File: config.mk
export PLATFORM = sky130hd
export DESIGN_NAME = mem_access_top
export DESIGN_NICKNAME = d
export VERILOG_FILES = /design/src/mem_access_pkg.sv /design/src/mem_req_if.sv /design/src/axi_rw_arbiter.sv /design/src/axi_master_bridge.sv /design/src/access_counters.sv /design/src/mem_access_top.sv
export SDC_FILE = /design/constraint.sdc
export NUM_CORES = 1
export LEC_CHECK = 0
export ABC_AREA = 1
export ABC_CLOCK_PERIOD_IN_PS = 17800
export BUFFER_PORTS_ARGS = -buffer_cell sky130_fd_sc_hd__clkbuf_2
export CAP_MARGIN = 20
export CELL_PAD_IN_SITES_DETAIL_PLACEMENT = 0
export CELL_PAD_IN_SITES_GLOBAL_PLACEMENT = 2
export CORE_AREA = 2 2 272 274
export DETAILED_ROUTE_END_ITERATION = 6
export DIE_AREA = 0 0 274 276
export GPL_ROUTABILITY_DRIVEN = 0
export PLACE_DENSITY = 0.79
export SYNTH_ARGS = -nofsm -noshare
export SYNTH_HDL_FRONTEND = slang
export SYNTH_SLANG_ARGS = --single-unit
File: constraint.sdc
create_clock -name clk -period 17.8 [get_ports clk]
set_clock_uncertainty 0.1 [all_clocks]
set_input_delay 3.56 -clock clk [delete_from_list [all_inputs] [get_ports clk]]
set_output_delay 3.56 -clock clk [all_outputs]
set_load 0.02 [all_outputs]
File: src/mem_access_pkg.sv
`default_nettype none

package mem_access_pkg;

    typedef logic [31:0] addr_t;    // axi byte address
    typedef logic [63:0] data_t;
    typedef logic [7:0]  strb_t;    // one bit per data byte
    typedef logic [2:0]  size_t;    // axi size code
    typedef logic [1:0]  resp_t;
    typedef logic [3:0]  id_t;

    // owner of a transaction, carried through to the response
    typedef enum logic {
        SRC_DATA  = 1'b0,
        SRC_FETCH = 1'b1
    } req_src_e;

    localparam id_t   ID_DATA    = 4'd0;
    localparam id_t   ID_FETCH   = 4'd1;

    localparam size_t SIZE_DWORD = 3'b011;    // 8 bytes per beat
    localparam resp_t RESP_OKAY  = 2'b00;

    localparam logic [1:0] BURST_INCR = 2'b01;
    localparam logic [7:0] LEN_SINGLE = 8'd0;       // one beat per transfer
    localparam logic [3:0] CACHE_ATTR = 4'b0010;    // normal, non-cacheable
    localparam logic [2:0] PROT_ATTR  = 3'b000;     // unprivileged, secure

endpackage

`default_nettype wire

File: src/mem_req_if.sv
`timescale 1ns/1ps
`default_nettype none

interface mem_req_if;

    logic                     req_valid;
    logic                     req_ready;
    logic                     req_write;
    mem_access_pkg::addr_t    req_addr;
    mem_access_pkg::data_t    req_wdata;
    mem_access_pkg::strb_t    req_strb;
    mem_access_pkg::size_t    req_size;
    mem_access_pkg::req_src_e req_src;     // ends up in axi id

    logic                     rsp_valid;   // one cycle pulse, no backpressure
    mem_access_pkg::data_t    rsp_rdata;
    logic                     rsp_err;
    mem_access_pkg::req_src_e rsp_src;
    logic                     rsp_write;   // completed access was a write

    modport arbiter (
        output req_valid, req_write, req_addr, req_wdata, req_strb, req_size, req_src,
        input  req_ready, rsp_valid, rsp_rdata, rsp_err, rsp_src
    );

    modport bridge (
        input  req_valid, req_write, req_addr, req_wdata, req_strb, req_size, req_src,
        output req_ready, rsp_valid, rsp_rdata, rsp_err, rsp_src, rsp_write
    );

    modport monitor (
        input rsp_valid, rsp_err, rsp_src, rsp_write
    );

endinterface

`default_nettype wire

File: src/axi_rw_arbiter.sv
`timescale 1ns/1ps
`default_nettype none

module axi_rw_arbiter (
    input  logic                  clk,
    input  logic                  rst_i,
    // fetch port, read only
    input  logic                  fetch_valid_i,
    output logic                  fetch_ready_o,
    input  mem_access_pkg::addr_t fetch_addr_i,
    output logic                  fetch_rsp_valid_o,
    output mem_access_pkg::data_t fetch_rdata_o,
    output logic                  fetch_err_o,
    // data port
    input  logic                  data_valid_i,
    output logic                  data_ready_o,
    input  logic                  data_write_i,
    input  mem_access_pkg::addr_t data_addr_i,
    input  mem_access_pkg::data_t data_wdata_i,
    input  mem_access_pkg::strb_t data_strb_i,
    input  mem_access_pkg::size_t data_size_i,
    output logic                  data_rsp_valid_o,
    output mem_access_pkg::data_t data_rdata_o,
    output logic                  data_err_o,
    mem_req_if.arbiter            bus
);

    logic                     hold_q;       // request presented but not yet taken
    mem_access_pkg::req_src_e hold_src_q;
    mem_access_pkg::req_src_e grant;
    logic                     data_sel;
    logic                     fetch_rsp;
    logic                     data_rsp;

    // data wins a tie, unless a stalled grant is still pending
    always_comb begin
        if (hold_q) begin
            grant = hold_src_q;
        end else if (data_valid_i) begin
            grant = mem_access_pkg::SRC_DATA;
        end else begin
            grant = mem_access_pkg::SRC_FETCH;
        end
    end

    assign data_sel = (grant == mem_access_pkg::SRC_DATA);

    assign bus.req_valid = data_sel ? data_valid_i : fetch_valid_i;
    assign bus.req_write = data_sel && data_write_i;    // fetch only reads
    assign bus.req_addr  = data_sel ? data_addr_i : fetch_addr_i;
    assign bus.req_wdata = data_sel ? data_wdata_i : '0;
    assign bus.req_strb  = data_sel ? data_strb_i : '1;
    assign bus.req_size  = data_sel ? data_size_i : mem_access_pkg::SIZE_DWORD;
    assign bus.req_src   = grant;

    assign data_ready_o  = data_sel && bus.req_ready;
    assign fetch_ready_o = !data_sel && bus.req_ready;

    always_ff @(posedge clk) begin
        if (rst_i) begin
            hold_q     <= 1'b0;
            hold_src_q <= mem_access_pkg::SRC_DATA;
        end else begin
            hold_q     <= bus.req_valid && !bus.req_ready;
            hold_src_q <= grant;
        end
    end

    // response goes back only to the port that owns it
    assign fetch_rsp = bus.rsp_valid && (bus.rsp_src == mem_access_pkg::SRC_FETCH);
    assign data_rsp  = bus.rsp_valid && (bus.rsp_src == mem_access_pkg::SRC_DATA);

    assign fetch_rsp_valid_o = fetch_rsp;
    assign fetch_rdata_o     = fetch_rsp ? bus.rsp_rdata : '0;
    assign fetch_err_o       = fetch_rsp && bus.rsp_err;

    assign data_rsp_valid_o  = data_rsp;
    assign data_rdata_o      = data_rsp ? bus.rsp_rdata : '0;
    assign data_err_o        = data_rsp && bus.rsp_err;

endmodule

`default_nettype wire

File: src/axi_master_bridge.sv
`timescale 1ns/1ps
`default_nettype none

module axi_master_bridge (
    input  logic                  clk,
    input  logic                  rst_i,
    mem_req_if.bridge             bus,
    // write address
    output logic                  awvalid_o,
    input  logic                  awready_i,
    output mem_access_pkg::addr_t awaddr_o,
    output mem_access_pkg::id_t   awid_o,
    output logic [7:0]            awlen_o,
    output mem_access_pkg::size_t awsize_o,
    output logic [1:0]            awburst_o,
    output logic                  awlock_o,
    output logic [3:0]            awcache_o,
    output logic [2:0]            awprot_o,
    output logic [3:0]            awqos_o,
    output logic [3:0]            awregion_o,
    // write data
    output logic                  wvalid_o,
    input  logic                  wready_i,
    output mem_access_pkg::data_t wdata_o,
    output mem_access_pkg::strb_t wstrb_o,
    output logic                  wlast_o,
    // write response
    input  logic                  bvalid_i,
    output logic                  bready_o,
    input  mem_access_pkg::resp_t bresp_i,
    input  mem_access_pkg::id_t   bid_i,
    // read address
    output logic                  arvalid_o,
    input  logic                  arready_i,
    output mem_access_pkg::addr_t araddr_o,
    output mem_access_pkg::id_t   arid_o,
    output logic [7:0]            arlen_o,
    output mem_access_pkg::size_t arsize_o,
    output logic [1:0]            arburst_o,
    output logic                  arlock_o,
    output logic [3:0]            arcache_o,
    output logic [2:0]            arprot_o,
    output logic [3:0]            arqos_o,
    output logic [3:0]            arregion_o,
    // read data
    input  logic                  rvalid_i,
    output logic                  rready_o,
    input  mem_access_pkg::data_t rdata_i,
    input  mem_access_pkg::resp_t rresp_i,
    input  logic                  rlast_i,
    input  mem_access_pkg::id_t   rid_i
);

    typedef enum logic [2:0] {
        ST_IDLE,
        ST_RADDR,
        ST_RDATA,
        ST_WADDR,    // aw and w in flight together
        ST_WRESP
    } state_e;

    state_e                   state_q;
    logic                     aw_done_q;
    logic                     w_done_q;
    logic                     rsp_valid_q;
    mem_access_pkg::addr_t    addr_q;
    mem_access_pkg::data_t    wdata_q;
    mem_access_pkg::strb_t    strb_q;
    mem_access_pkg::size_t    size_q;
    mem_access_pkg::req_src_e src_q;
    logic                     write_q;
    mem_access_pkg::data_t    rdata_q;
    logic                     err_q;
    mem_access_pkg::id_t      id_exp;
    logic                     aw_fin;
    logic                     w_fin;

    assign id_exp = (src_q == mem_access_pkg::SRC_FETCH) ? mem_access_pkg::ID_FETCH
                                                         : mem_access_pkg::ID_DATA;
    assign aw_fin = aw_done_q || (awvalid_o && awready_i);
    assign w_fin  = w_done_q || (wvalid_o && wready_i);

    assign bus.req_ready = (state_q == ST_IDLE);    // one transaction at a time
    assign bus.rsp_valid = rsp_valid_q;
    assign bus.rsp_rdata = rdata_q;
    assign bus.rsp_err   = err_q;
    assign bus.rsp_src   = src_q;
    assign bus.rsp_write = write_q;

    assign awvalid_o  = (state_q == ST_WADDR) && !aw_done_q;
    assign awaddr_o   = addr_q;
    assign awid_o     = id_exp;
    assign awlen_o    = mem_access_pkg::LEN_SINGLE;
    assign awsize_o   = size_q;
    assign awburst_o  = mem_access_pkg::BURST_INCR;
    assign awlock_o   = 1'b0;
    assign awcache_o  = mem_access_pkg::CACHE_ATTR;
    assign awprot_o   = mem_access_pkg::PROT_ATTR;
    assign awqos_o    = 4'd0;
    assign awregion_o = 4'd0;

    assign wvalid_o   = (state_q == ST_WADDR) && !w_done_q;
    assign wdata_o    = wdata_q;
    assign wstrb_o    = strb_q;
    assign wlast_o    = 1'b1;                        // single beat
    assign bready_o   = (state_q == ST_WRESP);

    assign arvalid_o  = (state_q == ST_RADDR);
    assign araddr_o   = addr_q;
    assign arid_o     = id_exp;
    assign arlen_o    = mem_access_pkg::LEN_SINGLE;
    assign arsize_o   = size_q;
    assign arburst_o  = mem_access_pkg::BURST_INCR;
    assign arlock_o   = 1'b0;
    assign arcache_o  = mem_access_pkg::CACHE_ATTR;
    assign arprot_o   = mem_access_pkg::PROT_ATTR;
    assign arqos_o    = 4'd0;
    assign arregion_o = 4'd0;
    assign rready_o   = (state_q == ST_RDATA);

    always_ff @(posedge clk) begin
        if (rst_i) begin
            state_q     <= ST_IDLE;
            aw_done_q   <= 1'b0;
            w_done_q    <= 1'b0;
            rsp_valid_q <= 1'b0;
        end else begin
            rsp_valid_q <= 1'b0;
            case (state_q)
                ST_IDLE: begin
                    if (bus.req_valid) begin
                        state_q <= bus.req_write ? ST_WADDR : ST_RADDR;
                    end
                end
                ST_RADDR: begin
                    if (arready_i) begin
                        state_q <= ST_RDATA;
                    end
                end
                ST_RDATA: begin
                    if (rvalid_i) begin
                        state_q     <= ST_IDLE;
                        rsp_valid_q <= 1'b1;
                    end
                end
                ST_WADDR: begin
                    if (aw_fin && w_fin) begin
                        state_q   <= ST_WRESP;
                        aw_done_q <= 1'b0;
                        w_done_q  <= 1'b0;
                    end else begin
                        aw_done_q <= aw_fin;    // remember whichever side is through
                        w_done_q  <= w_fin;
                    end
                end
                ST_WRESP: begin
                    if (bvalid_i) begin
                        state_q     <= ST_IDLE;
                        rsp_valid_q <= 1'b1;
                    end
                end
                default: state_q <= ST_IDLE;
            endcase
        end
    end

    // request and response payload
    always_ff @(posedge clk) begin
        if (bus.req_valid && bus.req_ready) begin
            addr_q  <= bus.req_addr;
            wdata_q <= bus.req_wdata;
            strb_q  <= bus.req_strb;
            size_q  <= bus.req_size;
            src_q   <= bus.req_src;
            write_q <= bus.req_write;
        end
        // a wrong id or missing last is reported like slverr
        if (rvalid_i && rready_o) begin
            rdata_q <= rdata_i;
            err_q   <= (rresp_i != mem_access_pkg::RESP_OKAY) || (rid_i != id_exp) || !rlast_i;
        end
        if (bvalid_i && bready_o) begin
            rdata_q <= '0;
            err_q   <= (bresp_i != mem_access_pkg::RESP_OKAY) || (bid_i != id_exp);
        end
    end

endmodule

`default_nettype wire

File: src/access_counters.sv
`timescale 1ns/1ps
`default_nettype none

module access_counters #(
    parameter int COUNT_WIDTH = 32
) (
    input  logic                   clk,
    input  logic                   rst_i,
    mem_req_if.monitor             bus,
    output logic [COUNT_WIDTH-1:0] fetch_count_o,
    output logic [COUNT_WIDTH-1:0] data_read_count_o,
    output logic [COUNT_WIDTH-1:0] data_write_count_o,
    output logic [COUNT_WIDTH-1:0] error_count_o
);

    logic [3:0]             hit;           // fetch, data read, data write, error
    logic [COUNT_WIDTH-1:0] count_q [4];

    always_comb begin
        hit[0] = bus.rsp_valid && (bus.rsp_src == mem_access_pkg::SRC_FETCH);
        hit[1] = bus.rsp_valid && (bus.rsp_src == mem_access_pkg::SRC_DATA) && !bus.rsp_write;
        hit[2] = bus.rsp_valid && (bus.rsp_src == mem_access_pkg::SRC_DATA) && bus.rsp_write;
        hit[3] = bus.rsp_valid && bus.rsp_err;
    end

    always_ff @(posedge clk) begin
        for (int i = 0; i < 4; i++) begin
            if (rst_i) begin
                count_q[i] <= '0;
            end else if (hit[i]) begin
                count_q[i] <= count_q[i] + COUNT_WIDTH'(1);    // wraps
            end
        end
    end

    assign fetch_count_o      = count_q[0];
    assign data_read_count_o  = count_q[1];
    assign data_write_count_o = count_q[2];
    assign error_count_o      = count_q[3];

endmodule

`default_nettype wire

File: src/mem_access_top.sv
`timescale 1ns/1ps
`default_nettype none

module mem_access_top #(
    parameter int COUNT_WIDTH = 32
) (
    input  logic                   clk,
    input  logic                   rst_i,
    // fetch port
    input  logic                   fetch_valid_i,
    output logic                   fetch_ready_o,
    input  mem_access_pkg::addr_t  fetch_addr_i,
    output logic                   fetch_rsp_valid_o,
    output mem_access_pkg::data_t  fetch_rdata_o,
    output logic                   fetch_err_o,
    // data port
    input  logic                   data_valid_i,
    output logic                   data_ready_o,
    input  logic                   data_write_i,
    input  mem_access_pkg::addr_t  data_addr_i,
    input  mem_access_pkg::data_t  data_wdata_i,
    input  mem_access_pkg::strb_t  data_strb_i,
    input  mem_access_pkg::size_t  data_size_i,
    output logic                   data_rsp_valid_o,
    output mem_access_pkg::data_t  data_rdata_o,
    output logic                   data_err_o,
    // axi4 master
    output logic                   awvalid_o,
    input  logic                   awready_i,
    output mem_access_pkg::addr_t  awaddr_o,
    output mem_access_pkg::id_t    awid_o,
    output logic [7:0]             awlen_o,
    output mem_access_pkg::size_t  awsize_o,
    output logic [1:0]             awburst_o,
    output logic                   awlock_o,
    output logic [3:0]             awcache_o,
    output logic [2:0]             awprot_o,
    output logic [3:0]             awqos_o,
    output logic [3:0]             awregion_o,
    output logic                   wvalid_o,
    input  logic                   wready_i,
    output mem_access_pkg::data_t  wdata_o,
    output mem_access_pkg::strb_t  wstrb_o,
    output logic                   wlast_o,
    input  logic                   bvalid_i,
    output logic                   bready_o,
    input  mem_access_pkg::resp_t  bresp_i,
    input  mem_access_pkg::id_t    bid_i,
    output logic                   arvalid_o,
    input  logic                   arready_i,
    output mem_access_pkg::addr_t  araddr_o,
    output mem_access_pkg::id_t    arid_o,
    output logic [7:0]             arlen_o,
    output mem_access_pkg::size_t  arsize_o,
    output logic [1:0]             arburst_o,
    output logic                   arlock_o,
    output logic [3:0]             arcache_o,
    output logic [2:0]             arprot_o,
    output logic [3:0]             arqos_o,
    output logic [3:0]             arregion_o,
    input  logic                   rvalid_i,
    output logic                   rready_o,
    input  mem_access_pkg::data_t  rdata_i,
    input  mem_access_pkg::resp_t  rresp_i,
    input  logic                   rlast_i,
    input  mem_access_pkg::id_t    rid_i,
    // completed access counts
    output logic [COUNT_WIDTH-1:0] fetch_count_o,
    output logic [COUNT_WIDTH-1:0] data_read_count_o,
    output logic [COUNT_WIDTH-1:0] data_write_count_o,
    output logic [COUNT_WIDTH-1:0] error_count_o
);

    mem_req_if req_bus ();    // arbiter to bridge, bridge to counters

    // port names match the top level, so the rest connects by name
    axi_rw_arbiter u_arbiter (
        .bus (req_bus),
        .*
    );

    axi_master_bridge u_bridge (
        .bus (req_bus),
        .*
    );

    access_counters #(
        .COUNT_WIDTH (COUNT_WIDTH)
    ) u_counters (
        .bus (req_bus),
        .*
    );

endmodule

`default_nettype wire

======== Word-level counts from Yosys, hierarchy flattened ========
Memories as Yosys holds them, arrays and structs flattened.
Cells that the tools add are included.
word-level totals
  bits in registers ....................... 182
  RAM bits ................................ 128
  input bits .............................. 226
  output and inout port bits .............. 470
  memories ................................ 1
memory list
  memory              words  width  rd ports  clocked after Yosys merged registers in  write ports  line                   source
  u_counters.count_q  4      32     4         0                                        4            access_counters.sv:17  logic [COUNT_WIDTH-1:0] count_q [4];
cells by class
  add/subtract/negate cells ............... 4
  equal/unequal tests ..................... 11
  muxes and demuxes ....................... 39
  bitwise logic cells ..................... 6
  reductions and logical operators ........ 34
operator list
  kind                     number
  $mux W32                 5
  $add A32 B1 Y32 const B  4
  $mux W64                 2
  $mux W1                  24
  $logic_and A1 B1 Y1      19
  $mux W3                  5
  $pmux W3 S5              1
  $ne A4 B4 Y1             2
  $eq A3 B2 Y1 const B     2
  $ne A2 B2 Y1 const B     3
  $reduce_bool A2 Y1       3
  $logic_not A1 Y1         5
  $logic_or A1 B1 Y1       5
  $reduce_and A5 Y1        1
  $ne A2 B1 Y1 const B     2
  $or A1 B1 Y1             4
  $eq A3 B1 Y1 const B     1
  $eq A3 B3 Y1 const B     1
  $logic_not A3 Y1         1
  $mux W2                  1
  $not A1 Y1               2
  $pmux W1 S2              1

======== Depth between registers and ports, before layout ========
  word-level depth ........................ 7
  mapped depth ............................ 10

======== Cells and area by module ========
Synthesis repeated with hierarchy kept, for this count alone.
second synthesis, totals
  cells, all modules ...................... 2,065
  area total of the unflattened synthesis .. 16,891.2 µm²
modules (own cells, without submodules)
  module             times used  cells each  area an instance (µm²)
  access_counters    1           1,014       7,870.0
  axi_master_bridge  1           566         7,034.2
  axi_rw_arbiter     1           485         1,986.9

======== Worst setup path before layout ========
OpenSTA, ideal clock, no wires.
  path type ............................... input to register
  start point ............................. input data_valid_i
  end point ............................... register u_bridge.addr_q[0], in the netlist u_bridge.araddr_o[0], enable pin
  data arrival time ....................... 8.299 ns
  required time ........................... 17.119 ns
  setup slack ............................. 8.820 ns
  cell stages on the path ................. 4
  path buffers ............................ 0
  path through ............................ nand2_1 > nand2_1 > inv_1 > nor2_1
on the way
  cells in the longest elaborated chain, start to end .. 4
ends and longest elaborated chain
  what                     line                      source
  start, declared          mem_access_top.sv:17      input logic data_valid_i,
  $mux W1                  axi_rw_arbiter.sv:39      end else if (data_valid_i) begin
  $mux W1                  axi_rw_arbiter.sv:37      if (hold_q) begin
  $mux W1 (*)              axi_rw_arbiter.sv:48      assign bus.req_valid = data_sel ? data_valid_i : fetch_valid_i;
  $logic_and A1 B1 Y1 (*)  axi_master_bridge.sv:169  if (bus.req_valid && bus.req_ready) begin
  end signal, assigned     axi_master_bridge.sv:170  addr_q <= bus.req_addr;
  end, declared            axi_master_bridge.sv:66   mem_access_pkg::addr_t addr_q;
Mark *: on every way between the ends. The rest lies on a longest branch, timed or not.
A chain may end at the register's enable or synchronous reset.

======== Worst setup path after layout ========
  start point ............................. input data_valid_i
  end point ............................... output fetch_ready_o
on the way
  cells in the longest elaborated chain, start to end .. 3
ends and longest elaborated chain
  what                 line                  source
  $mux W1              axi_rw_arbiter.sv:39
  $mux W1              axi_rw_arbiter.sv:37
  $logic_and A1 B1 Y1  axi_rw_arbiter.sv:57  assign fetch_ready_o = !data_sel && bus.req_ready;
  end, declared        mem_access_top.sv:11  output logic fetch_ready_o,
No other way between the ends.

==> results.py <==
metrics = {
    "timing": {
        "final-setup-viol-count": 0,
        "fmax_ghz": 0.112,
        "tightest_slew_ns": 1.02,
        "fin_crit_ns": 8.91,
        "setup_slack_ns": 8.89,
        "rsz0062_at_grt": "false",
        "timing.final.crit_share": 0.501,
        "maxSlewViolCount": 0,
        "slew_headroom": 0.322,
        "hold_violations": 0,
        "worst_hold_slack_ns": 0.377,
        "setup-tns-final_ns": 0,
    },
    "clock_tree": {
        "cts_tree": "yes",
        "cts_resized": 0,
        "ctsHoldBuffers": 0,
        "clock_latency_ns": 0.58,
        "ctsRootBufferMaster": "clkbuf_16",
        "cts-htree-levels": 2,
        "cts_made_buffers": 41,
        "cts_setup_buffers": 0,
        "path_clk_slew_ns": 0.06,
        "clock-sinks": 310,
        "max-clock-path-buffers": 3,
    },
    "route": {
        "drt_iter0_drc": 919,
        "via_per_inst": 4.17,
        "wl_per_cell_um": 18.5,
        "drc": 0,
        "dr.pass1.iters": 5,
        "via_count": 15033,
        "drt_wl_total_um": 66500,
        "ant_nets": 0,
    },
    "synth": {
        "synth_edf_count": 238,
        "ys_async_sr_fraction": 0,
        "synth_cells": 2022,
        "yosys-top-cells-area": "edfxtp_1 43%, nand2_1 11%, nor2_1 10%, dfxtp_1 8.8%, inv_1 4.9%",
        "yosysSeqAreaShare": 0.522,
        "syn_area_per_cell_um2": 8.14,
        "yosys.area.top_type": "edfxtp_1",
        "synth-seq-cells": 310,
        "synth_cell_types": 37,
        "synth_ff_type": "edfxtp_1",
        "synthesis.area_um2": 16500,
        "yosysWarnings": 0,
        "synth.top_cell.area_share": 0.434,
    },
    "die": {
        "start_util": 0.227,
        "dieHeight_um": 276,
        "placementRows": 99,
        "fp.dieW_um": 274,
        "dieArea_um2": 75600,
        "core-area_um2": 72600,
        "io_pins": 696,
    },
    "grt": {
        "overflow": 0,
        "grt_pass1_vias": 14514,
        "track_usage": 0.170,
        "antenna_found_initial": 13,
        "grt_max_degree": 96,
        "grt_pass1_wl_um": 96300,
    },
    "power_and_ir_drop": {
        "cellLeakagePower_nw": 9.69,
        "power.density_nw_per_um2": 134,
        "ir_drop_mv": 0.0935,
        "p_total_mw": 2.87,
    },
    "cells_and_area": {
        "fin_cells": 3604,
        "drive_above_1_share": 0.291,
        "nets": 2843,
        "syn2layout_area_growth_pct": 30.2,
    },
    "setup_path": {
        "worst-path-max-fanout": 29,
        "crit_path_end_kind": "output port",
        "cp.required_ns": 14.14,
        "arrival_ns": 5.25,
        "start_kind": "primary input",
        "crit_type": "in -> out",
    },
    "place": {
        "hpwl_um": 51900,
        "port_buffers": 636,
        "dp_slack_ns": 8.84,
        "dp.cells": 3529,
    },
    "run": {
        "drv_cap": 0,
    },
    "hold_path": {
        "hp-class": "reg -> reg",
    },
    "outcome": {
        "outcome": "complete, no violations",
    },
}
==> path summary, 6_finish.rpt <==
check                                                 from                         end  slack, ns  cells after the start
worst min-delay path            u_bridge.bus.rsp_rdata[60]  u_bridge.bus.rsp_rdata[60]       0.38                      2
worst max register to register        u_bridge.bus.rsp_src    u_counters.count_q[0][9]      14.51                      6
worst max-delay path                          data_valid_i               fetch_ready_o       8.89                      5
worst min register to register  u_bridge.bus.rsp_rdata[60]  u_bridge.bus.rsp_rdata[60]       0.38                      2
==> synth_stat cells (10+ instances only) <==
master / instances
nand3b_1: 50
o21ai_2: 10
o21ai_0: 58
clkbuf_1: 15
xor2_1: 13
nand3_1: 21
nor2_2: 14
a21oi_1: 158
dfxtp_1: 72
inv_1: 213
inv_2: 11
nand2_1: 461
xnor2_1: 10
o21ai_1: 25
buf_4: 98
buf_2: 28
nor2_1: 448
buf_6: 11
edfxtp_1: 238
or2_2: 12
==> state kept, by name, indices dropped and copies added, names as in the netlist, 3 cells and up <==
signal	cells
u_bridge.wdata_o	64
u_bridge.arsize_o	3
u_counters.count_q	128
u_bridge.wstrb_o	8
u_bridge.bus.rsp_rdata	64
u_bridge.araddr_o	32
u_bridge.state_q	3
==> worst max-delay path: stages <==
cell and delay, ns:
clkbuf_2 0.11, o21ai_4 0.66, clkinv_1 0.24, nor2_1 0.41, clkbuf_2 0.26
==> kinds of logic (layout without fill, tap and decap cells) <==
kind of cell,Yosys count,in the layout,synth area share
AO/OA/AOI/OAI,261,261,0.0831
adder cells (fa/ha/maj),4,4,0.00304
flip-flops,310,310,0.522
other,2,61,0.000456
AND/OR/NAND/NOR,1040,1040,0.263
buffers and inverters,382,946,0.117
XOR/XNOR,23,23,0.0122
==> cell usage in the layout (no fill, tap or decap), drive strengths merged, types with 16 or more instances in the layout <==
| cell | instances |
|---|---|
| a21oi | 158 |
| clkbuf | 690 |
| clkinv | 16 |
| conb | 59 |
| dfxtp | 72 |
| edfxtp | 238 |
| inv | 225 |
| nand2 | 465 |
| nand3 | 24 |
| nand3b | 50 |
| nor2 | 468 |
| o21ai | 93 |
==> report_power, final <==
group          leakage (nW)  total (mW)  switching [mW]  internal [mW]
combinational          6.07       0.897           0.669          0.228
sequential             3.00        1.15           0.113           1.04
clock                 0.626       0.816           0.347          0.469
total                  9.69        2.87            1.13           1.74
==> metrics by stage <==
step	utilization	area, um^2
floorplan	-	16700
global placement	0.277	20100
detailed placement	0.277	20100
CTS	0.295	21400
global route	0.295	21400
finish	0.295	21400
==> layer usage <==
layer / GRT usage / vias to the layer above / share of wire
li1: - / 7503 / -
met1: 0.200 / 6994 / 0.41
met2: 0.306 / 439 / 0.51
met3: 0.0462 / 85 / 0.065
met4: 0.0365 / 12 / 0.019
met5: 0 / - / 0.0013
==> final cells by class <==
type	count	area (um^2)
Sequential cell	310	8590
Tap cell	959	1200
Clock buffer	54	1100
Inverter	226	848
Timing Repair Buffer	647	3290
Fill cell	8113	51200
Clock inverter	19	193
Multi-Input combinational cell	1387	6210
Antenna cell	2	5.00
Power figures use the tool's default switching activity.
